## config.mk

```make
export PLATFORM = sky130hd
export DESIGN_NAME = lane_align
export DESIGN_NICKNAME = d
export VERILOG_FILES = /design/src/logic/mem_pkg.sv /design/src/logic/lane_align.sv
export SDC_FILE = /design/constraint.sdc
export NUM_CORES = 1
export LEC_CHECK = 0
export ABC_CLOCK_PERIOD_IN_PS = 1300
export BUFFER_PORTS_ARGS = -buffer_cell sky130_fd_sc_hd__buf_2
export CAP_MARGIN = 20
export CELL_PAD_IN_SITES_DETAIL_PLACEMENT = 1
export CELL_PAD_IN_SITES_GLOBAL_PLACEMENT = 1
export CORE_ASPECT_RATIO = 0.75
export CORE_MARGIN = 3
export CORE_UTILIZATION = 16
export DETAILED_ROUTE_END_ITERATION = 10
export PLACE_DENSITY = 0.86
export SETUP_SLACK_MARGIN = 0.3
export SYNTH_ARGS = -nofsm -noshare
export SYNTH_HDL_FRONTEND = slang
export SYNTH_SLANG_ARGS = --single-unit
```

## constraint.sdc

```tcl
create_clock -name vclk -period 1.3
set_input_delay 0.195 -clock vclk [all_inputs]
set_output_delay 0.195 -clock vclk [all_outputs]
set_load 0.01 [all_outputs]
```

## src/logic/mem_pkg.sv

```systemverilog
/*
  client port types shared by the bridge and the testbench
  addresses are byte addresses, data is always carried as a 32-bit word
  a read kind is only complete together with its sign flag
*/
package mem_pkg;

  // read size, sign carried separately in mem_req_t
  typedef enum logic [1:0] {
    rd_none,
    rd_byte,
    rd_half,
    rd_word
  } read_kind_e;

  typedef enum logic [1:0] {
    wr_none,
    wr_byte,
    wr_half,
    wr_word
  } write_kind_e;

  // client request, held by the client until data_out_ready
  typedef struct packed {
    logic        enable;
    read_kind_e  read_kind;
    logic        read_signed;
    write_kind_e write_kind;
    logic [31:0] addr;
    logic [31:0] wdata;
  } mem_req_t;

  typedef struct packed {
    logic [31:0] rdata;
    logic        data_out_ready;
    logic        busy;
  } mem_rsp_t;

  // byte-enabled word write toward the RAM
  typedef struct packed {
    logic [3:0]  be;
    logic [31:0] data;
  } ram_wr_t;

endpackage

```

## src/logic/lane_align.sv

```systemverilog
/*
  lane steering between client accesses and the 32-bit RAM word
  misaligned half or word accesses give no enables and read zero
  purely combinational, the decode is done by the caller
*/
module lane_align (
  input  mem_pkg::mem_req_t req,
  input  logic [31:0]       ram_rd,
  output mem_pkg::ram_wr_t  wr,
  output logic [31:0]       rd_ext
);

  logic [1:0]  lane;
  logic [31:0] rd_shift;

  assign lane     = req.addr[1:0];
  // addressed byte or half word moved down to bit 0
  assign rd_shift = ram_rd >> {lane, 3'b000};

  // ------------------------------------------------------------
  // write lanes
  // ------------------------------------------------------------
  always_comb begin
    wr.be   = 4'b0000;
    wr.data = 32'h0;
    case (req.write_kind)
      mem_pkg::wr_byte: begin
        wr.be   = 4'b0001 << lane;
        wr.data = {24'h0, req.wdata[7:0]} << {lane, 3'b000};
      end
      mem_pkg::wr_half: begin
        // odd byte address is misaligned
        if (!lane[0]) begin
          wr.be   = lane[1] ? 4'b1100 : 4'b0011;
          wr.data = {16'h0, req.wdata[15:0]} << {lane, 3'b000};
        end
      end
      mem_pkg::wr_word: begin
        if (lane == 2'b00) begin
          wr.be   = 4'b1111;
          wr.data = req.wdata;
        end
      end
      default: ;
    endcase
  end

  // ------------------------------------------------------------
  // read extraction
  // ------------------------------------------------------------
  always_comb begin
    rd_ext = 32'h0;
    case (req.read_kind)
      mem_pkg::rd_byte: begin
        rd_ext = {{24{req.read_signed & rd_shift[7]}}, rd_shift[7:0]};
      end
      mem_pkg::rd_half: begin
        if (!lane[0]) begin
          rd_ext = {{16{req.read_signed & rd_shift[15]}}, rd_shift[15:0]};
        end
      end
      mem_pkg::rd_word: begin
        if (lane == 2'b00) begin
          rd_ext = ram_rd;
        end
      end
      default: ;
    endcase
  end

endmodule

```

# ---- After elaboration in Yosys (flattened, before gate mapping)
# Index checks and enable logic that the tools add are counted.
dict set report op_classes {
  n_eq_ne 6
  shifts 4
  muxes 7
  bitwise 2
  reduce_logical 1
}
# operator count
set op_table {}
lappend op_table {{36-bit one-hot mux with 3 select lines} 1}
lappend op_table {{32-bit one-hot mux with 3 select lines} 1}
lappend op_table {{36-bit 2-to-1 mux} 2}
lappend op_table {{32-bit 2-to-1 mux} 2}
lappend op_table {{16-bit by 5-bit left shift with 32-bit output} 1}
lappend op_table {{8-bit by 5-bit left shift with 32-bit output} 1}
lappend op_table {{32-bit by 5-bit >> shifter with 16-bit output} 1}
lappend op_table {{2-bit == test (second input constant)} 4}
lappend op_table {{2-bit by 1-bit == test with 1-bit output (second input constant)} 2}
lappend op_table {{4-bit 2-to-1 mux} 1}
lappend op_table {{1-bit by 2-bit left shift with 4-bit output (first input constant)} 1}
lappend op_table {{1-bit bitwise AND} 2}
lappend op_table {{2-bit logical NOT} 1}
dict set report word_totals {
  regBits 0
  inputBits 102
  out_inout_bits 68
  wordCells 20
}

# ---- Longest topological paths before layout
dict set report logic_depth {
  depth_word 4
  mapped_depth 7
  depth_no_buf 4
}

# ---- Worst setup path after synthesis
# OpenSTA, ideal clock, no wires.
dict set report synth_timing {
  kind {input port to output port}
  from {input port req[32] in the netlist's numbering}
  to {output port wr[0] in the netlist's numbering}
  arrival_time_ns 1.283
  required_time_ns 1.105
  setup_slack_ns -0.178
  stages 4
  path_buffers 2
  cell_sequence {buf_6 > buf_6 > nor3_1 > and2_1}
}
# item line
set synth_lines {}
lappend synth_lines {{from (decl)} lane_align.sv:7} ;# input mem_pkg::mem_req_t req,
lappend synth_lines {{to (decl)} lane_align.sv:9} ;# output mem_pkg::ram_wr_t wr,

==> summary by stage <==
Synthesis
The post-synthesis cell area is 1120 um2. In this run, distinct cell masters in the synthesized netlist total 32. The commonest cells after synthesis are nand2_1 (26), a22o_1 (16), inv_1 (11). Summed over its instances, the top area cell type makes up 14.1% of the synthesized netlist area. The sequential fraction of the synthesis area is 0%.

Sorting the synthesized cells by area gives the leading types as mux4_2 (14%), a22o_1 (13%), nand2_1 (8.7%), a222oi_1 (7.2%), buf_6 (6.0%). The mean instance size in the synthesized netlist is 7.31 um2. The Yosys step of the flow raised 0 warnings.

mux4_2 takes more of the synthesized area than any other cell. The number of nets in the synthesized netlist is 255. The most common cell in the synthesized netlist is nand2_1. In the synthesized netlist, the number of instances is around 150.

Detailed routing
The antenna violation net count after detailed routing is 0. The number of DRC markers in iteration 0 is 84. The top routing layer in use is met4. The routed via count divided by cell count is 4.85. The routed length on met2 is about 4.4 mm.

In the routed design, unresolved DRC markers number 0. The number of search-and-repair iterations in the first detailed-routing pass is 6. For this block, wires on met1 add up to 3.24 mm. The via count of the routed design is 2003. The final layout contains routed wiring with a total length of 8.05 mm. The amount of wire on met3 after detailed routing is 385 um.

After detailed routing, the average wire length per cell comes to between 15 and 20 um.

STA
The total setup violations reported at the end of the flow is between 60 and 70. The final cycle utilization of the critical path is 125%. Counting I/O delays and the setup requirement, the final critical path takes 1.62 ns.

The worst hold margin is 0.691 ns. At the pin with the least slew margin, the transition time is 0.336 ns. The number of hold violations in the final report is 0. In this run the tightest slew margin relative to its limit is 77.6%. The top achievable clock speed is 617 MHz. The final worst-path setup slack is -0.322 ns. The number of max-slew violations in the final report is 0.

Setup repair after global routing could not meet its margin everywhere.

Worst setup path
The worst setup path is captured at an output port. The required arrival time at the worst endpoint is around 1.1 ns. The largest fanout of any net on the critical path is 5. STA puts the critical path data arrival time at about 1.4 ns. STA classifies the critical path startpoint as an input port. The critical path is of the input port to output port type.

Power
The portion of total power attributed to sequential cells is 0%. For this design the static power due to leakage is 1.60 nW. For this design the total switching power over the nets is ~450 uW. The internal power summed over all cells is 556 uW. The logic gate share of total power is 100.0%. After layout, the design draws a total of around 1.0 mW. In this run switching power makes up 44.6% of total power. For this design the ratio of total power to cell area is about 340 nW/um2. The worst vdd rail ir drop is 0.155 mV.

The share of total power in the clock network is 0%.

Cells and area
The net count of the finished layout is 436. After the flow finishes, the layout carries non-filler instances totaling 413. The area growth from synthesis to layout is 166%. The design has 0 sequential cells. Clock buffers in the final layout number 0. The finished cells cover 2980 um2. The final antenna diode count is 0. Registers take 0 um2. The total of fill cells in the finished design is 807. Summing all multi-input logic gate instances after layout gives 1240 um2. The post-route netlist has 77.4% of its cells at a drive strength greater than 1.

Place
The placed instances occupy a cell area of 2170 um2. The placed wire-length estimate is 5.54 mm. The number of placed instances, taps included, is 387.

At the end of routability-driven placement, the weighted congestion stood at 0.781. In this run the tool buffered the top-level ports with roughly 140 buffer cells. OpenSTA, run right after detailed placement, puts the worst setup slack at -0.462 ns.

Floorplanning
The floorplan step set the die width to approximately 100 um. In this run the count of I/O pins placed on the die edge is 170. The full die area is 8040 um2.

For this configuration, the core starts out at a cell density of 17.1%. In this run the standard cell core region covers 6540 um2. The height of the chip is around 78 um. The floorplan row count is 25.

GRT
The via count of the first global-routing pass was 2149. The first global-routing pass estimated 11.7 mm of wire. The global-route usage over all layers is a little under a fifth. The initial antenna violation count is 0. Entering global routing, the biggest net connects 13 pins. After global routing the overflow that remains totals 0.

Outcome
The checks that failed: setup timing. The run finished, with violations left.

Min path
In this run the worst hold path is classified as input port to output port.

Job
The tool flagged a number of max-cap violations equal to 0.

CTS
The hold buffer count at CTS is 0.
## cell usage in the layout (no fill, tap or decap), types with 2 or more instances in the layout
cell	instances
clkbuf_16	2
buf_6	48
and3_4	2
buf_12	10
and2_1	2
a22o_1	16
o21ai_4	2
nor3_4	3
nor2b_4	3
inv_1	10
nand2_1	19
mux2i_4	2
and2_4	7
buf_4	24
nor2b_1	6
nor2_1	2
o21ai_2	6
mux2i_2	2
buf_16	2
nand2_4	10
a21oi_1	2
buf_8	3
a22oi_1	6
nand2_2	7
a222oi_1	8
mux4_2	7
buf_2	103
nand2b_4	2
## repair_timing
action / in CTS / in global routing
endpoints found under the hold margin: 0 / 0
setup endpoints to repair: 68 / 68
resized for setup: 72 / 37
gates cloned: 4 / 2
pin swaps: 14 / 24
setup buffers: 12 / 8
## through the flow
step                      utilization, %  setup TNS, ns
after floorplan                        -          -3.09
after global placement              33.2         -14.95
after detailed placement            33.2         -17.48
after CTS                           41.3         -12.75
after global routing                45.6         -16.69
final                               45.6         -14.33
## path summary, 6_finish.rpt
kind,cells past startpoint,slack [ns],from,to
min,4,0.69,req[28],wr[28]
max,8,-0.32,req[65],wr[25]
## kinds of logic (layout without fill, tap and decap cells)
kind of cell / Yosys count / after routing / synth area share (%)
AOI/OAI and AO/OA: 45 / 45 / 31.8
muxes: 11 / 11 / 17.7
xor gates and xnor gates: 1 / 1 / 0.783
and+or+nand+nor: 71 / 71 / 36.9
buffers and inverters: 25 / 204 / 12.9
## metal layers
layer  vias up  track usage (%)
li1        940                -
met3         4             1.15
met1       987             22.7
met5         -                0
met2        72             34.4
met4         0             1.57
## layout make-up
cell class         count  area share, %
inverters             12           1.60
multi-input cells    128           41.7
well taps             81           3.40
repair buffers       192           53.3
## power by group through the flow
stage	Combinational [mW]	Sequential (mW)	Clock, mW
after floorplan	0.360	0	0
after global placement	0.698	0	0
after detailed placement	0.720	0	0
after CTS	0.899	0	0
after global routing	1.06	0	0
final	1.00	0	0
## worst max-delay path: stages
cell       delay [ns]
buf_8            0.11
nor3b_4          0.15
and2_4           0.19
buf_6            0.13
clkbuf_16        0.15
a222oi_1         0.27
inv_1            0.10
buf_6            0.14
Power figures use the tool's default switching activity.
