**src/logic/io_pkg.sv**
```systemverilog
/*
  I/O map at the top of the address space and UART frame states
  only exact word addresses decode, no mirrors
*/
package io_pkg;

  // leds in the low nibble, 0 is on
  localparam logic [31:0] addr_led      = 32'hffff_fffc;
  localparam logic [31:0] addr_uart_out = 32'hffff_fff8;
  localparam logic [31:0] addr_uart_in  = 32'hffff_fff4;

  // uart registers read this when idle or empty
  localparam logic [31:0] io_idle = 32'hffff_ffff;

  typedef enum logic [1:0] {
    uart_idle,
    uart_start,
    uart_data,
    uart_stop
  } uart_state_e;

endpackage

```
**src/logic/uart_rx.sv**
```systemverilog
/*
  8N1 receiver, LSB first, clocks_per_bit cycles per bit
  rx passes two flops, bits sampled at mid-bit
  a frame with a bad stop bit is dropped
  data_ready holds until go falls
*/
module uart_rx #(
  parameter int clocks_per_bit = 8
) (
  input  logic       clk,
  input  logic       rst_n,
  input  logic       rx,
  input  logic       go,
  output logic [7:0] data,
  output logic       data_ready
);

  localparam int cnt_w = clocks_per_bit > 1 ? $clog2(clocks_per_bit) : 1;

  io_pkg::uart_state_e state;
  logic [1:0]          sync;
  logic                rx_s;
  logic [cnt_w-1:0]    cnt;
  logic [2:0]          idx;
  logic [7:0]          shift;
  logic                bit_end;
  logic                half_bit;

  assign rx_s     = sync[1];
  assign bit_end  = cnt == cnt_w'(clocks_per_bit - 1);
  assign half_bit = cnt == cnt_w'((clocks_per_bit - 1) / 2);

  always_ff @(posedge clk) begin
    if (!rst_n) begin
      sync       <= 2'b11;
      state      <= io_pkg::uart_idle;
      cnt        <= '0;
      idx        <= '0;
      data_ready <= 1'b0;
    end else begin
      sync <= {sync[0], rx};
      cnt  <= (state == io_pkg::uart_idle || bit_end) ? '0 : cnt + 1'b1;
      // acknowledge seen
      if (!go) begin
        data_ready <= 1'b0;
      end
      case (state)
        io_pkg::uart_idle: begin
          if (!rx_s) begin
            state <= io_pkg::uart_start;
          end
        end
        io_pkg::uart_start: begin
          // middle of start bit, realign so later samples hit mid-bit
          if (half_bit) begin
            cnt   <= '0;
            idx   <= '0;
            state <= rx_s ? io_pkg::uart_idle : io_pkg::uart_data;
          end
        end
        io_pkg::uart_data: begin
          if (bit_end) begin
            idx <= idx + 1'b1;
            if (idx == 3'd7) begin
              state <= io_pkg::uart_stop;
            end
          end
        end
        io_pkg::uart_stop: begin
          // rest of the stop bit is idle line anyway
          if (bit_end) begin
            state <= io_pkg::uart_idle;
            if (rx_s && go) begin
              data_ready <= 1'b1;
            end
          end
        end
        default: state <= io_pkg::uart_idle;
      endcase
    end
  end

  // payload registers
  always_ff @(posedge clk) begin
    if (state == io_pkg::uart_data && bit_end) begin
      shift <= {rx_s, shift[7:1]};
    end
    if (state == io_pkg::uart_stop && bit_end && rx_s) begin
      data <= shift;
    end
  end

endmodule

```
**config.mk**
```make
export PLATFORM = sky130hd
export DESIGN_NAME = uart_rx
export DESIGN_NICKNAME = d
export VERILOG_FILES = /design/src/logic/io_pkg.sv /design/src/logic/uart_rx.sv
export SDC_FILE = /design/constraint.sdc
export NUM_CORES = 1
export LEC_CHECK = 0
export BUFFER_PORTS_ARGS = -buffer_cell sky130_fd_sc_hd__buf_2
export CORE_ASPECT_RATIO = 1.1
export CORE_MARGIN = 4
export CORE_UTILIZATION = 50
export DETAILED_ROUTE_END_ITERATION = 16
export PLACE_DENSITY = 0.67
export SLEW_MARGIN = 20
export SYNTH_ARGS = -nofsm -noshare
export SYNTH_HDL_FRONTEND = slang
export SYNTH_SLANG_ARGS = --single-unit
```
**constraint.sdc**
```tcl
create_clock -name clk -period 2.8 [get_ports clk]
set_clock_uncertainty 0.2 [all_clocks]
set_input_delay 0.14 -clock clk [delete_from_list [all_inputs] [get_ports clk]]
set_output_delay 0.14 -clock clk [all_outputs]
set_load 0.03 [all_outputs]
```
### Word-level counts from Yosys, hierarchy flattened

Cells that the tools add are included.

| storage, ports and cells | value |
|---|---|
| register bits after elaboration | 27 |
| bits of input ports | 4 |
| output and inout port bits | 9 |
| word-level logic and storage cells | 46 |

| operators by class | value |
|---|---|
| $add $sub $neg | 2 |
| eq/ne operators | 11 |
| muxes and demuxes | 17 |
| reduce and logical (&&, ||, !) cells | 9 |

Operator list:

| cell | count |
|---|---|
| $mux W3 | 5 |
| $mux W2 | 6 |
| $ne A2 B2 Y1 const B | 5 |
| $pmux W2 S4 | 1 |
| $add A3 B1 Y3 const B | 2 |
| $eq A3 B3 Y1 const B | 2 |
| $pmux W3 S2 | 1 |
| $reduce_and A5 Y1 | 1 |
| $eq A2 B2 Y1 const B | 2 |
| $logic_and A1 B1 Y1 | 4 |
| $mux W1 | 4 |
| $eq A3 B2 Y1 const B | 1 |
| $reduce_and A3 Y1 | 1 |
| $eq A2 B1 Y1 const B | 1 |
| $logic_not A2 Y1 | 1 |
| $reduce_bool A2 Y1 | 1 |
| $logic_or A1 B1 Y1 | 1 |

### Depth between registers and ports, before layout

Gate-level depths: netlist of the first run.

| logic depth | value |
|---|---|
| word-level depth | 5 |
| depth in mapped cells | 5 |
| depth with buffers taken out | 5 |

### Least setup slack after synthesis of the first run

Ideal clock, no wire load.

| path | value |
|---|---|
| kind | reg2reg |
| start point | reg cnt[0] |
| end point | reg data[0] (enable) |
| arrival | 1141 ps |
| slack | 1085 ps |
| stages on the path, launching flop included | 5 |
| buffers on the path | 0 |
| period minus slack after synthesis | 1715 ps |
| cell sequence | dfxtp_1 ha_1 ha_1 nand2_1 nor2_1 |

| between the ends | value |
|---|---|
| cells in the longest elaborated chain, start to end | 3 |

RTL lines:

| element | line | text |
|---|---|---|
| from (decl) | uart_rx.sv:23 | `logic [cnt_w-1:0] cnt;` |
| from (signal assigned) | uart_rx.sv:42 | `cnt <= (state == io_pkg::uart_idle \|\| bit_end) ? '0 : cnt + 1'b1;` |
| $eq A3 B3 Y1 | uart_rx.sv:30 | `assign bit_end = cnt == cnt_w'(clocks_per_bit - 1);` |
| $logic_and A1 B1 Y1 (2 in a row) | uart_rx.sv:88 | `if (state == io_pkg::uart_stop && bit_end && rx_s) begin` |
| to (signal assigned) | uart_rx.sv:89 | `data <= shift;` |
| to (decl) | uart_rx.sv:14 | `output logic [7:0] data,` |

Every way passes these cells.
A chain may end at the register's enable or synchronous reset.

### Final worst setup path of the first run

| path | value |
|---|---|
| start point | reg cnt[0] |
| end point | reg data[3] (enable) |

The elaborated chain is that of the path after synthesis.

==> metrics.txt, run 1 <==
most common cell after layout, fill and taps aside=edfxtp_1; Setup TNS Final=0 ns; grt ovf=0; Vias=just under 600; Die W=roughly 51 um; TritonCTS clock tree=done; Diodes inserted=0; initial antenna violation count=0; Seq/Total Area, Yosys=69.48%; post-synthesis compound-gate area fraction=5.335%; worst min-delay path class=reg -> reg; Syn Area/Cell=roughly 14 sq um; area growth from synthesis to layout=14.39%; met1 wire length=approximately 720 um; Max Transition Viols Final=0; Post-Synth Adder-Cell Area=7.444%; first-pass GRT wire length=2539 um; xor/xnor share of the synthesized area=0%; CTS clk-pin slew, worst paths=about 0.13 ns; Core ar.=1842 sq um; Setup Fix Bufs, Post-CTS=0; pin count of the biggest net entering global routing=16; Hold Crit Endpoint=sync[1]$_SDFF_PN1_; Skew-Pair Late Insertion Delay=about 0.32 ns; Max-Slew Margin vs Limit=50.78%; Final min period=just under 2 ns; hold_buf cts=4; Cells after DPL=approximately 110; Port-buffer cells=12; vias per cell=between 5 and 6; crit path DAT=~1.7 ns; TritonCTS Buffers=3; YS warnings=0; number of synthesized register bits=27; Worst path slowest cell=nor2_1; Root Buffer=clkbuf_4; Hold Violations, Final=0; Worst R2R Setup Slack=about 0.84 ns; crit start category=register; status=completed; Worst setup EP type=register; met2 WL post-DR=roughly 630 um; hold path start=sync[0]$_SDFF_PN1_; fmax=between 0.5 and 0.6 GHz; Post-Syn Area=1008 sq um; largest family of logic cells by synthesized area=simple AND/OR/NAND/NOR gates; CTS H-tree lvls=1; Finished Layout Cells=116; PwrDens=between 500 and 600 nW/um^2; Gates resized, CTS repair=0; VDD IR max=around 300 uV; GRT Total Usage=a little over an eighth; leakage power=between 0.4 and 0.5 nW; final setup vio count=0; Mapped Nets=81; GP Congestion=between 0.6 and 0.7; WHS Path Cells=1; nets=100; layout cell share with drive strength beyond 1=19.10%; WL met3=55 um; RSZ-0062 raised after global routing=false; Max FO, Critical Path=9; Most common cell on crit path=ha_1; Clock Sinks=27; uppermost layer routed=met4; largest cells by area after synthesis=edfxtp_1 48%, dfxtp_1 22%, ha_1 7.4%; CTS Buffer Depth=2; multiplexer area fraction after synthesis=between 2 and 2.5%; final worst path period share=between 70% and 80%; row count=16; vias in the first global route=534; RR Endpoint=data[3]$_DFFE_PP_; Critical Setup Path Class=reg -> reg; # Max-Cap Violations=0; Cell variety after synth=20; Initial Util=a little over half; top cell type by total area after synthesis=edfxtp_1; DRC=0; DIE HEIGHT=55.10 um; post-synth top area share=a little under half; worst-path cell chain=ha_1 -> ha_1 -> nand2_1 -> nor2_1; first-pass iteration count of the detailed router=4; Critical R2R Launch=cnt[0]$_SDFF_PN0_; Syn Inst Count=71; Detail Route Antenna Nets=0; Worst Path Required=2.57 ns; most frequent cells in the layout=16 x edfxtp_1, 12 x buf_2, 11 x dfxtp_1; area of the die=roughly 2800 sq um; worst slew pin tran=0.7357 ns; starting DRC count in detailed routing=12; Post-Synth Simple-Gate Area=around 13%; r2r worst-path depth=4; io pins=13; final WL=~1400 um; WL per Instance=approximately 12 um; Largest stage delay, worst path=0.60 ns
==> where the power goes <==
group          internal (mW)  switching (mW)
Combinational        0.00958         0.00528
Clock                 0.0535           0.106
Sequential             0.418         0.00253
Total                  0.481           0.114
==> cell usage after synthesis <==
| library cell | instances |
|---|---|
| a21oi_1 | 1 |
| a31oi_1 | 3 |
| and2b_1 | 1 |
| buf_2 | 1 |
| buf_6 | 1 |
| dfxtp_1 | 11 |
| edfxtp_1 | 16 |
| ha_1 | 6 |
| inv_1 | 3 |
| mux4_2 | 1 |
| nand2_1 | 4 |
| nand2b_1 | 2 |
| nand3_1 | 2 |
| nand3b_1 | 6 |
| nor2_1 | 7 |
| nor2b_1 | 2 |
| o211a_1 | 1 |
| o211ai_1 | 1 |
| o21a_1 | 1 |
| o21ai_1 | 1 |
==> cells by family after synthesis <==
| family | Yosys count |
|---|---|
| adder cells (fa/ha/maj) | 6 |
| buffers and inverters | 5 |
| multiplexers | 1 |
| AO/OA/AOI/OAI | 8 |
| flip-flops | 27 |
| AND/OR/NAND/NOR | 24 |
==> state kept, by name (all words and copies together), names as in the netlist, named ones only <==
| register | count |
|---|---|
| data | 8 |
| shift | 8 |
| cnt | 3 |
| idx | 3 |
| sync | 2 |
| data_ready | 1 |
| state | 1 |
==> critical path, delay by kind of cell, from the launching register on <==
family,cells,cell delay (ns)
adder cells (fa/ha/maj),2,0.38
flip-flops,1,0.36
AND/OR/NAND/NOR,2,0.67
==> cell type report <==
class                      count  area, sq um
sequential                    27        700.7
fill                         156        688.2
multi-input combinational     39        280.3
timing repair buffer          16        100.1
tap                           27        33.78
clock buffer                   3        22.52
inverter                       3        11.26
clock inverter                 1        5.005
==> worst max path at each step <==
stage                      startpoint                 to  slack (ns)  depth (start not counted)
floorplan           cnt[0]$_SDFF_PN0_  data[0]$_DFFE_PP_        1.09                          4
global placement    cnt[0]$_SDFF_PN0_  data[5]$_DFFE_PP_        0.92                          4
detailed placement  cnt[0]$_SDFF_PN0_  data[4]$_DFFE_PP_        0.82                          4
CTS                 cnt[0]$_SDFF_PN0_  data[4]$_DFFE_PP_        0.81                          4
global route        cnt[0]$_SDFF_PN0_  data[0]$_DFFE_PP_        0.64                          4
finish              cnt[0]$_SDFF_PN0_  data[3]$_DFFE_PP_        0.84                          4
==> per-layer routing <==
| layer | vias to the layer above | global-route usage [%] |
|---|---|---|
| met1 | 274 | 17.88 |
| met4 | 0 | 9.417 |
| met5 | - | 0 |
| met2 | 14 | 18.91 |
| met3 | 4 | 2.413 |
| li1 | 289 | - |
==> per-stage QoR <==
step | worst slack [ns] | cell area, sq um | util, % | total power [mW] | hold slack [ns]
3_5_place_dp | 0.8241 | 1086 | 58.97 | 0.4401 | 0.1261
2_1_floorplan | 1.085 | 1008 | - | 0.4376 | 0.01304
3_3_place_gp | 0.9203 | 1086 | 58.97 | 0.4401 | 0.1235
4_1_cts | 0.8053 | 1154 | 62.64 | 0.6001 | 0.2375
5_1_grt | 0.6450 | 1154 | 62.64 | 0.6229 | 0.2538
6_report | 0.8381 | 1154 | 62.64 | 0.5954 | 0.2322
Note: power is estimated with default switching activity, not from simulation.
==> run 2: changes to the inputs <==
- clock period: 2.8 -> 1.9 ns (I/O delays scaled with it)
==> run 2 against run 1 <==
- critical endpoint is now state[0]$_SDFFE_PN0P_
- cell count rose by 3.4%
- combinational power grew 47%
- design area is 2.9% higher
- critical path type unchanged
- sequential power is 47% higher
==> metrics.txt, run 2 (synthesis results as in run 1) <==
most common cell after layout, fill and taps aside=edfxtp_1; CTS Buffer Depth=2 (unchanged); final worst path period share=86.40% (+16 points); worst slew pin tran=0.2577 ns (-0.4779 ns); crit start category=register; top flop regs=data x8, shift x8; vias in the first global route=600 (+12%); Setup TNS Final=0 ns (unchanged); Finished Layout Cells=120 (+3.4%); Worst setup EP type=register; pin count of the biggest net entering global routing=18 (+2); TritonCTS Buffers=3 (unchanged); Die W=50.82 um (unchanged); # Max-Cap Violations=0 (unchanged); WL per Instance=12.21 um (-1.9%); Detail Route Antenna Nets=0 (unchanged); Hold Violations, Final=0 (unchanged); final WL=1465 um (+1.5%); RSZ-0062 raised after global routing=false; Gates resized, CTS repair=0 (unchanged); Max-Slew Margin vs Limit=82.80% (+32 points); layout cell share with drive strength beyond 1=22.58% (+3.5 points); Clock Sinks=27 (unchanged); worst-path cell chain=ha_1 -> ha_1 -> nand2_1 -> mux4_2 -> nor2_1; Skew-Pair Late Insertion Delay=0.33 ns (about the same); Worst Path Required=1.98 ns (-0.59 ns); Setup WS post-layout=0.2583 ns (-0.5797 ns); VDD IR max=470.9 uV (+55%); Root Buffer=clkbuf_4; hpwl dp=a little over 1000 um; GP Congestion=0.7000 (+4.1%); worst min-delay path class=reg -> reg; TritonCTS clock tree=done; Max Transition Viols Final=0 (unchanged); Initial Util=54.76% (unchanged); delay-heaviest family, CP=multiplexers; area of the die=2800 sq um (unchanged); DP Worst Slack=0.2779 ns (-0.5462 ns); Port-buffer cells=12 (unchanged); Vias=572 (-1.5%); io pins=13 (unchanged); starting DRC count in detailed routing=9 (-3); hold_buf cts=4 (unchanged); vias per cell=4.767 (-4.8%); final setup vio count=0 (unchanged); Worst path slowest cell=mux4_2; CTS clk-pin slew, worst paths=0.15 ns (+0.02 ns); WP buf/inv=0 (unchanged); Critical Setup Path Class=reg -> reg; Setup Fix Bufs, Post-CTS=0 (unchanged); GRT Total Usage=12.72% (-0.37 points); Diodes inserted=0 (unchanged); Final min period=1.642 ns (-0.3203 ns); Most common cell on crit path=ha_1; area growth from synthesis to layout=17.74%; first-pass GRT wire length=2518 um (-0.83%); Cells after DPL=112 (+3.7%); PwrDens=763.6 nW/um^2 (+48%); crit path DAT=1.72 ns (about the same); most frequent cells in the layout=16 x edfxtp_1, 12 x buf_2, 11 x dfxtp_1; Largest stage delay, worst path=0.45 ns (-0.15 ns); first-pass iteration count of the detailed router=3 (-1); grt ovf=0 (unchanged); DRC=0 (unchanged); fmax=0.6091 GHz (+20%); row count=16 (unchanged); status=completed; initial antenna violation count=0 (unchanged); nets=104 (+4.0%); DIE HEIGHT=55.10 um (unchanged); Core ar.=1842 sq um (unchanged); CTS H-tree lvls=1 (unchanged); Max FO, Critical Path=5 (-4); leakage power=0.4700 nW (+5.0%)
## run 2: where the power goes
part | switching, mW | internal (mW) | total, mW
Combinational | 0.00773 | 0.0141 | 0.0219
Clock | 0.179 | 0.0859 | 0.264
Sequential | 0.00370 | 0.617 | 0.620
## run 2: metrics by stage
stage               total power [mW]  hold slack [ns]  utilization [%]  instance area [sq um]
floorplan                     0.6449         -0.03196                -                   1008
detailed placement            0.6491          0.08304            60.60                   1116
global route                  0.9419           0.2467            64.47                   1187
CTS                           0.9129           0.2316            64.47                   1187
global placement              0.6484          0.07489            60.60                   1116
finish                        0.9067           0.2270            64.47                   1187
## run 2: worst register-to-register path, cell delays in order (launching register included)
cell,delay [ns]
dfxtp_1,0.36
ha_1,0.19
ha_1,0.23
nand2_1,0.07
mux4_2,0.45
nor2_1,0.09
## run 2: area by class of cell
cell class	count	area, sq um
Clock inverter	1	8.758
Multi-Input combinational cell	39	280.3
Sequential cell	27	700.7
Clock buffer	3	22.52
Timing Repair Buffer	20	130.1
Inverter	3	11.26
Tap cell	27	33.78
Fill cell	153	654.4
## run 2: worst paths after layout
check                                        start               endpoint  slack, ns  cells past startpoint
worst max register to register   cnt[0]$_SDFF_PN0_  state[0]$_SDFFE_PN0P_       0.26                      5
worst max-delay path             cnt[0]$_SDFF_PN0_  state[0]$_SDFFE_PN0P_       0.26                      5
worst min register to register  sync[0]$_SDFF_PN1_     sync[1]$_SDFF_PN1_       0.23                      1
worst min-delay path            sync[0]$_SDFF_PN1_     sync[1]$_SDFF_PN1_       0.23                      1
## run 2: per-layer routing
layer	GRT usage [%]	vias to the layer above	share of wire (%)
met2	22.39	10	47
met1	14.53	265	49
met3	1.609	2	3.1
met5	0	-	0
met4	9.417	0	1.4
li1	-	295	-
