## src/logic/mem_pkg.sv

```systemverilog
/*
  client port types shared by the bridge and the testbench
  addresses are byte addresses, data is always carried as a 32-bit word
  a read kind is only complete together with its sign flag
*/
package mem_pkg;

  // read size, sign carried separately in mem_req_t
  typedef enum logic [1:0] {
    rd_none,
    rd_byte,
    rd_half,
    rd_word
  } read_kind_e;

  typedef enum logic [1:0] {
    wr_none,
    wr_byte,
    wr_half,
    wr_word
  } write_kind_e;

  // client request, held by the client until data_out_ready
  typedef struct packed {
    logic        enable;
    read_kind_e  read_kind;
    logic        read_signed;
    write_kind_e write_kind;
    logic [31:0] addr;
    logic [31:0] wdata;
  } mem_req_t;

  typedef struct packed {
    logic [31:0] rdata;
    logic        data_out_ready;
    logic        busy;
  } mem_rsp_t;

  // byte-enabled word write toward the RAM
  typedef struct packed {
    logic [3:0]  be;
    logic [31:0] data;
  } ram_wr_t;

endpackage

```

## src/logic/io_pkg.sv

```systemverilog
/*
  I/O map at the top of the address space and UART frame states
  only exact word addresses decode, no mirrors
*/
package io_pkg;

  // leds in the low nibble, 0 is on
  localparam logic [31:0] addr_led      = 32'hffff_fffc;
  localparam logic [31:0] addr_uart_out = 32'hffff_fff8;
  localparam logic [31:0] addr_uart_in  = 32'hffff_fff4;

  // uart registers read this when idle or empty
  localparam logic [31:0] io_idle = 32'hffff_ffff;

  typedef enum logic [1:0] {
    uart_idle,
    uart_start,
    uart_data,
    uart_stop
  } uart_state_e;

endpackage

```

## src/logic/ramio.sv

```systemverilog
/*
  bridge control: address decode, RAM read phase, LED and UART registers
  RAM reads take one extra cycle, I/O and RAM writes complete at once
  ram_address_bits + 2 must not exceed 32
  a new received byte overwrites an unread one
*/
module ramio #(
  parameter int ram_address_bits = 8
) (
  input  logic                        clk,
  input  logic                        rst_n,
  input  mem_pkg::mem_req_t           req,
  output mem_pkg::mem_rsp_t           rsp,
  output mem_pkg::mem_req_t           lane_req,
  input  mem_pkg::ram_wr_t            ram_wr,
  output logic [3:0]                  ram_we,
  output logic [ram_address_bits-1:0] ram_addr,
  input  logic [31:0]                 ram_rd_ext,
  output logic [3:0]                  led,
  output logic [7:0]                  tx_data,
  output logic                        tx_go,
  input  logic                        tx_busy,
  output logic                        rx_go,
  input  logic [7:0]                  rx_data,
  input  logic                        rx_data_ready
);

  // ------------------------------------------------------------
  // decode
  // ------------------------------------------------------------
  logic        hit_led;
  logic        hit_out;
  logic        hit_in;
  logic        is_ram;
  logic        is_rd;
  logic        is_wr;
  logic        ram_rd;
  logic        rd_phase;
  logic [31:0] tx_reg;
  logic [31:0] rx_reg;

  assign hit_led = req.addr == io_pkg::addr_led;
  assign hit_out = req.addr == io_pkg::addr_uart_out;
  assign hit_in  = req.addr == io_pkg::addr_uart_in;

  // idle port counts as I/O so data_out_ready stays high
  assign is_ram = req.enable && !(hit_led || hit_out || hit_in);
  assign is_rd  = req.enable && req.read_kind != mem_pkg::rd_none;
  assign is_wr  = req.enable && req.write_kind != mem_pkg::wr_none;
  assign ram_rd = is_ram && is_rd;

  // ------------------------------------------------------------
  // RAM side
  // ------------------------------------------------------------
  // lane_align only steers lanes
  assign lane_req = req;

  assign ram_addr = req.addr[ram_address_bits+1:2];
  // writes to I/O addresses must never reach the RAM
  assign ram_we   = is_ram ? ram_wr.be : 4'b0000;

  // second cycle of a RAM read, registered word is valid
  always_ff @(posedge clk) begin
    if (!rst_n) begin
      rd_phase <= 1'b0;
    end else begin
      rd_phase <= ram_rd && !rd_phase;
    end
  end

  // ------------------------------------------------------------
  // response
  // ------------------------------------------------------------
  assign rsp.busy           = ram_rd && !rd_phase;
  assign rsp.data_out_ready = !ram_rd || rd_phase;

  always_comb begin
    rsp.rdata = 32'h0;
    if (is_rd) begin
      if (hit_out) begin
        rsp.rdata = tx_reg;
      end else if (hit_in) begin
        rsp.rdata = rx_reg;
      end else if (is_ram) begin
        rsp.rdata = ram_rd_ext;
      end
      // led register is write only, reads give zero
    end
  end

  // ------------------------------------------------------------
  // LED and UART registers
  // ------------------------------------------------------------
  assign tx_data = tx_reg[7:0];

  always_ff @(posedge clk) begin
    if (!rst_n) begin
      led    <= 4'b1111;
      tx_reg <= io_pkg::io_idle;
      tx_go  <= 1'b0;
      rx_reg <= io_pkg::io_idle;
      rx_go  <= 1'b1;
    end else begin
      // a read empties the receive register
      if (hit_in && is_rd) begin
        rx_reg <= io_pkg::io_idle;
      end
      // take the byte and acknowledge, overrides the read clear
      if (rx_go && rx_data_ready) begin
        rx_reg <= {24'h0, rx_data};
        rx_go  <= 1'b0;
      end
      // ack lasts one cycle, then listen again
      if (!rx_go) begin
        rx_go <= 1'b1;
      end
      // frame done, close the handshake
      if (tx_go && !tx_busy) begin
        tx_go  <= 1'b0;
        tx_reg <= io_pkg::io_idle;
      end
      // new byte to send
      if (hit_out && is_wr) begin
        tx_reg <= {24'h0, req.wdata[7:0]};
        tx_go  <= 1'b1;
      end
      if (hit_led && is_wr) begin
        led <= req.wdata[3:0];
      end
    end
  end

endmodule

```

## config.mk

```make
export PLATFORM = sky130hd
export DESIGN_NAME = ramio
export DESIGN_NICKNAME = d
export VERILOG_FILES = /design/src/logic/mem_pkg.sv /design/src/logic/io_pkg.sv /design/src/logic/ramio.sv
export SDC_FILE = /design/constraint.sdc
export NUM_CORES = 1
export LEC_CHECK = 0
export ABC_AREA = 1
export BUFFER_PORTS_ARGS = -buffer_cell sky130_fd_sc_hd__buf_2
export CELL_PAD_IN_SITES_DETAIL_PLACEMENT = 0
export CELL_PAD_IN_SITES_GLOBAL_PLACEMENT = 1
export CORE_MARGIN = 8
export CORE_UTILIZATION = 20
export DETAILED_ROUTE_END_ITERATION = 7
export GPL_ROUTABILITY_DRIVEN = 0
export PLACE_DENSITY_LB_ADDON = 0.1
export SYNTH_ARGS = -nofsm -noshare
export SYNTH_HDL_FRONTEND = slang
export SYNTH_SLANG_ARGS = --single-unit
```

## constraint.sdc

```tcl
create_clock -name clk -period 1.2 [get_ports clk]
set_input_delay 0.06 -clock clk [delete_from_list [all_inputs] [get_ports clk]]
set_output_delay 0.06 -clock clk [all_outputs]
set_load 0.01 [all_outputs]
```

Word-level counts from Yosys, hierarchy flattened

Index checks and enable logic that the tools add are counted.

Register bits: 71
Bits in latches: 0
Memory bits (writable): 0
ROM bits: 0
Bits of input ports: 150
Output and inout port bits: 130
Memories kept: 0

$add $sub $neg: 0
$mul: 0
Div/mod/pow operators: 0
Magnitude comparators: 0
Equal/unequal tests: 3
Shift operators: 0
Mux-type cells: 12
Bitwise operators: 0
Reductions and logical operators: 22

Operators with widths:

| operator             | count |
|---|---|
| $mux 32              | 8 |
| $eq 32x32->1 const B | 3 |
| $logic_and 1x1->1    | 10 |
| $reduce_bool 2->1    | 4 |
| $logic_not 1->1      | 4 |
| $mux 4               | 1 |
| $logic_or 1x1->1     | 3 |
| $mux 1               | 3 |
| $reduce_and 2->1     | 1 |

Longest topological paths before layout

Gate-level depths: netlist (run 1).

Word-level depth: 9
Mapped depth: 11
Depth with buffers taken out: 10

Worst setup path after synthesis (run 1)

OpenSTA, ideal clock, no wires.

Path type: input port to output port
Start point: in req[49] (netlist bit)
End point: out rsp[29] (netlist bit)
Arrival: 1.089 ns
Data required time: 1.140 ns
Slack: 0.051 ns
Stages: 10
Path buffers: 1
Path through: nand2_1 -> nor2_1 -> nand2_1 -> nor2_4 -> nand2_2 -> nand2_4 -> nor2_4 -> buf_6 -> nand2_2 -> a21oi_1

RTL lines:

| what               | line        | source |
|---|---|---|
| start: declaration | ramio.sv:12 | `input mem_pkg::mem_req_t req,` |
| end: declaration   | ramio.sv:13 | `output mem_pkg::mem_rsp_t rsp,` |

==> metrics.yaml, run 1 <==
avgSynthCellArea_um2: 6.78
fin_ws_ns: -0.274
path_clk_slew_ns: 0.07
yosysTopAreaCell: "buf_4"
drv_slew: 0
grt_max_degree: 22
die-area_um2: 15900
dp_slack_ns: -0.357
cp.arrival_ns: 1.41
yosysSeqAreaShare_pct: 20.7
min_path_type: "input port to register"
power_density_nw_per_um2: 651
reg2reg_from: "rx_go"
cts_tree: "done"
drtIter0Drc: 35
grt_setup_unrepaired: "yes"
hpwl_um: 7870
htreeDepth: 1
synth_enable_flop_cells: 0
overflow: 0
grt_pass1_wl_um: 14200
synth_top_cell_area_share_pct: 26.7
cellLeakagePower_nw: 2.02
first_global_vias: 2782
crit_chain: "buf_6, nand2_2, nor2_2, nand2_2, nor2_4, nand2_4, nand2_8, nand2_8, clkbuf_16, a21oi_2, buf_2"
num_io_pins: 280
ant_nets: 0
numCtsBuffers: 3
avgViaCountPerCell: 4.05
required_ns: 1.14
worstRegToRegCells: 6
clock.fmax_mhz: 679
syn_inst: 357
critPathMaxStageDelay_ns: 0.21
period_share_pct: 123
synth_seq_cells: 25
place_inst: 643
syn_area_um2: 2420
root_buffer: "clkbuf_16"
start_util_pct: 20.3
fp-row-count: 40
status: "complete, but fails checks"
min_path_cells: 3
finalHoldViolations: 0
ir_drop_mv: 0.440
yosys.cell_types.count: 21
diodes: 0
clkLatencyLatePin_ns: 0.27
synthTopCellsByArea: "buf_4, dfxtp_1, nand2_1"
reg2reg_to: "rx_reg[7]"
cp_top_family: "simple AND/OR/NAND/NOR gates"
worstSetupStartpointType: "input port"
num_vias: 2660
end_kind: "output port"
finalSetupViolCount: 37
dr.pass1.iters: 4
slowest_stage: "nor2_4"
drv_cap: 0
clockBufferDepth: 2
cts_sinks: 25
final_cells: 657
drc: 0
core_um2: 11900
cp_max_fo: 7
async_flop_share_pct: 0
violations: "negative setup slack"
finalNetCount: 661
synthFlopType: "dfxtp_1"
crit_type: "input port to output port"
tightest_slew_ns: 0.371
synth_fp_nets: 507
die_w_um: 126
period_minus_slack_ns: 1.47
power_mw: 2.54
finClkSkew_ns: 0.00550
die-height_um: 126
grt_usage_pct: 10.8
totalWireLength_um: 9610
ctsHoldBuffers: 0
yosys_warnings: 0
port_buffers: 197
hold_path.startpoint: "rx_data[2]"
drive_gt1_share_pct: 70.0
hold_end: "rx_reg[2]"
wl_per_cell_um: 14.6
r2r_slack_ns: 0.09
area_growth_pct: 61.0
fin_setup_tns_ns: -8.20
antenna_found_initial: 0
path_buf_inv: 3
slew_headroom_pct: 75.2
cell usage after synthesis (3+ instances only):
| cell | count |
|---|---|
| inv_1 | 40 |
| a21oi_1 | 8 |
| nand2_1 | 81 |
| nor2_1 | 18 |
| o21ai_0 | 19 |
| o22ai_1 | 16 |
| a21oi_2 | 26 |
| nor2_2 | 4 |
| buf_6 | 7 |
| nand3_1 | 5 |
| nand2_4 | 3 |
| buf_4 | 86 |
| dfxtp_1 | 25 |
| nand2_2 | 9 |
area by class of cell:
cell class              count  area, µm²
repair buffers            245       1650
clock buffers               3       75.1
well taps                 147        184
flip-flops and latches     25        502
inverters                  42        160
multi-input cells         194       1310
clock inverters             1       8.76
fillers                  1318       8020
placed cells by master, fill, tap and decap left out, drive strengths merged:
| master | Yosys | layout |
|---|---|---|
| a21oi | 34 | 34 |
| a31oi | 1 | 1 |
| buf | 95 | 243 |
| clkbuf | 2 | 5 |
| clkinv | 1 | 1 |
| dfxtp | 25 | 25 |
| inv | 41 | 42 |
| nand2 | 93 | 93 |
| nand3 | 5 | 5 |
| nor2 | 24 | 25 |
| o21ai | 20 | 20 |
| o22ai | 16 | 16 |
where the power goes:
| part | switching (mW) | internal [mW] | total [mW] | leakage [nW] |
|---|---|---|---|---|
| registers | 0.00563 | 0.853 | 0.858 | 0.204 |
| logic | 0.453 | 0.439 | 0.893 | 1.77 |
| clock network | 0.325 | 0.461 | 0.786 | 0.0415 |
| total | 0.784 | 1.75 | 2.54 | 2.02 |
through the flow:
stage	hold WS, ns	util, %	instance area (µm²)
3_3_place_gp	0.120	26.6	3170
3_5_place_dp	0.120	26.6	3170
5_1_grt	0.0250	32.7	3890
2_1_floorplan	0.177	-	2420
6_report	0.0181	32.7	3890
4_1_cts	0.00682	28.6	3400
worst register-to-register path: cells and delay by family, from the launching register on:
kind | cells | cell delay (ns)
AO/OA/AOI/OAI | 1 | 0.16
buffers and inverters | 3 | 0.29
AND/OR/NAND/NOR | 2 | 0.23
flip-flops | 1 | 0.33
how the worst max path moves through the flow:
stage,end,slack [ns],depth (start not counted),start
final,rsp[15],-0.27,11,req[56]
after global routing,rsp[22],-0.38,11,req[56]
after CTS,rsp[27],-0.29,11,req[48]
after detailed placement,rsp[7],-0.36,10,req[48]
after global placement,rsp[3],-0.33,11,req[49]
after floorplan,rsp[29],0.05,10,req[49]
logic make-up after synthesis:
| kind of cell | synth area share, % |
|---|---|
| AO/OA/AOI/OAI | 20.1 |
| flip-flops | 20.7 |
| AND/OR/NAND/NOR | 22.1 |
| buffers and inverters | 37.2 |
routing by layer:
| layer | GRT usage [%] | wire (µm) |
|---|---|---|
| met3 | 3.80 | 808 |
| met2 | 19.2 | 4850 |
| met4 | 2.48 | 127 |
| met5 | 0 | 0 |
| met1 | 12.0 | 3830 |
repair_timing:
action | in CTS | in global routing
gates resized for setup | 42 | 101
setup endpoints to repair | 38 | 58
gates cloned | 0 | 4
pin swaps | 16 | 56
hold endpoints to repair | 0 | 0
buffers inserted | 0 | 6
Power figures use the tool's default switching activity.
==> run 2: changes to the inputs <==
- SKIP_LAST_GASP: default -> 1
==> run 2 against run 1 <==
Net effect:
- the run still ends with negative setup slack left
- clock-buffer cell count did not move
- hold slack got worse by 0.0032 ns
- first-iteration DRC count unchanged
- clock power up 0.5%
- largest cell class unchanged
- highest routed layer unchanged
==> metrics.yaml, run 2 (synthesized netlist as in run 1, its figures left out) <==
status: "complete, but fails checks"
violations: "negative setup slack"
wl_per_cell_um: 14.7
ant_nets: 0
cellLeakagePower_nw: 2.01
fp-row-count: 40
place_inst: 643
die-area_um2: 15900
overflow: 0
dr.max_layer_used: "met4"
worstRegToRegCells: 6
wl_met2_um: 4830
diodes: 0
power_density_nw_per_um2: 655
die-height_um: 126
clockBufferDepth: 2
core_um2: 11900
period_share_pct: 124
wl_met3_um: 772
finalHoldViolations: 0
die_w_um: 126
crit_start: "req[56]"
avgViaCountPerCell: 4.06
p_sw_mw: 0.784
num_io_pins: 280
endpoint: "rsp[15]"
end_kind: "output port"
dr.pass1.iters: 4
final_cell_mix: "buf_2, nand2_1, buf_6, inv_1, a21oi_2"
grt_usage_pct: 10.8
hpwl_um: 7870
grt_max_degree: 22
start_util_pct: 20.3
finalNetCount: 660
drc: 0
worstSetupStartpointType: "input port"
grt_setup_unrepaired: "yes"
p_int_mw: 1.75
cts_tree: "done"
tightest_slew_ns: 0.370
clkPwrFrac_pct: 31.1
cp.arrival_ns: 1.42
cts_sinks: 25
htreeDepth: 1
slew_headroom_pct: 75.2
regArea_um2: 502
final_common_cell: "buf_2"
numCtsBuffers: 3
port_buffers: 197
clkLatencyLatePin_ns: 0.27
r2r_slack_ns: 0.08
final_cells: 656
multiInputGateArea_um2: 1290
nFillCells: 1329
grt_pass1_wl_um: 14200
drive_gt1_share_pct: 69.0
reg2reg_to: "rx_reg[7]"
crit_type: "input port to output port"
finClkSkew_ns: 0.00752
required_ns: 1.14
path_clk_slew_ns: 0.07
drv_cap: 0
cp_max_fo: 7
finalSetupViolCount: 38
antenna_found_initial: 0
dp_slack_ns: -0.357
ir_drop_mv: 0.442
drv_slew: 0
min_path_type: "input port to register"
p_seq_share_pct: 33.8
pwr-share-comb_pct: 35.1
area_growth_pct: 60.2
wl_met1_um: 3890
reg2reg_from: "rx_go"
fin_ws_ns: -0.283
ctsHoldBuffers: 0
totalWireLength_um: 9640
power_mw: 2.54
num_vias: 2666
drtIter0Drc: 35
clock.fmax_mhz: 674
period_minus_slack_ns: 1.48
root_buffer: "clkbuf_16"
first_global_vias: 2782
p_sw_share_pct: 30.9
==> run 2: area by class of cell <==
type / count / area share [%]
sequential: 25 / 12.9
timing repair buffer: 244 / 42.6
multi-input combinational: 194 / 33.4
inverter: 42 / 4.13
clock buffer: 3 / 1.94
clock inverter: 1 / 0.226
tap: 147 / 4.74
==> run 2: per-layer routing <==
metal | vias up | GRT usage, %
met3 | 17 | 3.80
met4 | 0 | 2.48
met2 | 115 | 19.2
met5 | - | 0
li1 | 1335 | -
met1 | 1199 | 12.0
==> run 2: worst max-delay path, stage by stage <==
cell	delay [ns]
buf_6	0.07
nand2_2	0.05
nor2_2	0.11
nand2_2	0.07
nor2_4	0.21
nand2_4	0.16
nand2_8	0.13
nand2_8	0.09
clkbuf_16	0.17
a21oi_2	0.13
buf_2	0.14
==> run 2: timing repair <==
action,in CTS,in global routing
resized for setup,41,97
endpoints found under the setup margin,38,58
buffers inserted,0,5
gates cloned,0,4
pin swaps,16,48
==> run 2: metrics by stage <==
| step | util, % | hold WS, ns | TNS (ns) | instance area, µm² |
|---|---|---|---|---|
| detailed placement | 26.6 | 0.120 | -16.12 | 3170 |
| floorplan | - | 0.177 | 0 | 2420 |
| CTS | 28.5 | 0.00682 | -9.72 | 3400 |
| global placement | 26.6 | 0.120 | -15.46 | 3170 |
| global route | 32.5 | 0.0250 | -12.51 | 3880 |
| finish | 32.5 | 0.0149 | -8.03 | 3880 |
==> run 2: power by group through the flow <==
stage	Sequential [mW]	Clock, mW	Combinational (mW)
3_3_place_gp	0.877	0	0.733
5_1_grt	0.860	0.841	0.968
4_1_cts	0.858	0.822	0.777
2_1_floorplan	0.877	0	0.515
3_5_place_dp	0.877	0	0.729
6_report	0.858	0.790	0.890
==> run 2: how the worst min path moves through the flow <==
stage,start,endpoint,slack [ns],depth (start not counted)
final,rx_data[2],rx_reg[2],0.01,3
after global routing,rx_data[1],rx_reg[1],0.03,3
after global placement,req[21],lane_req[21],0.12,0
after floorplan,req[3],led[3],0.18,2
after detailed placement,req[21],lane_req[21],0.12,0
after CTS,rx_data[6],rx_reg[6],0.007,3
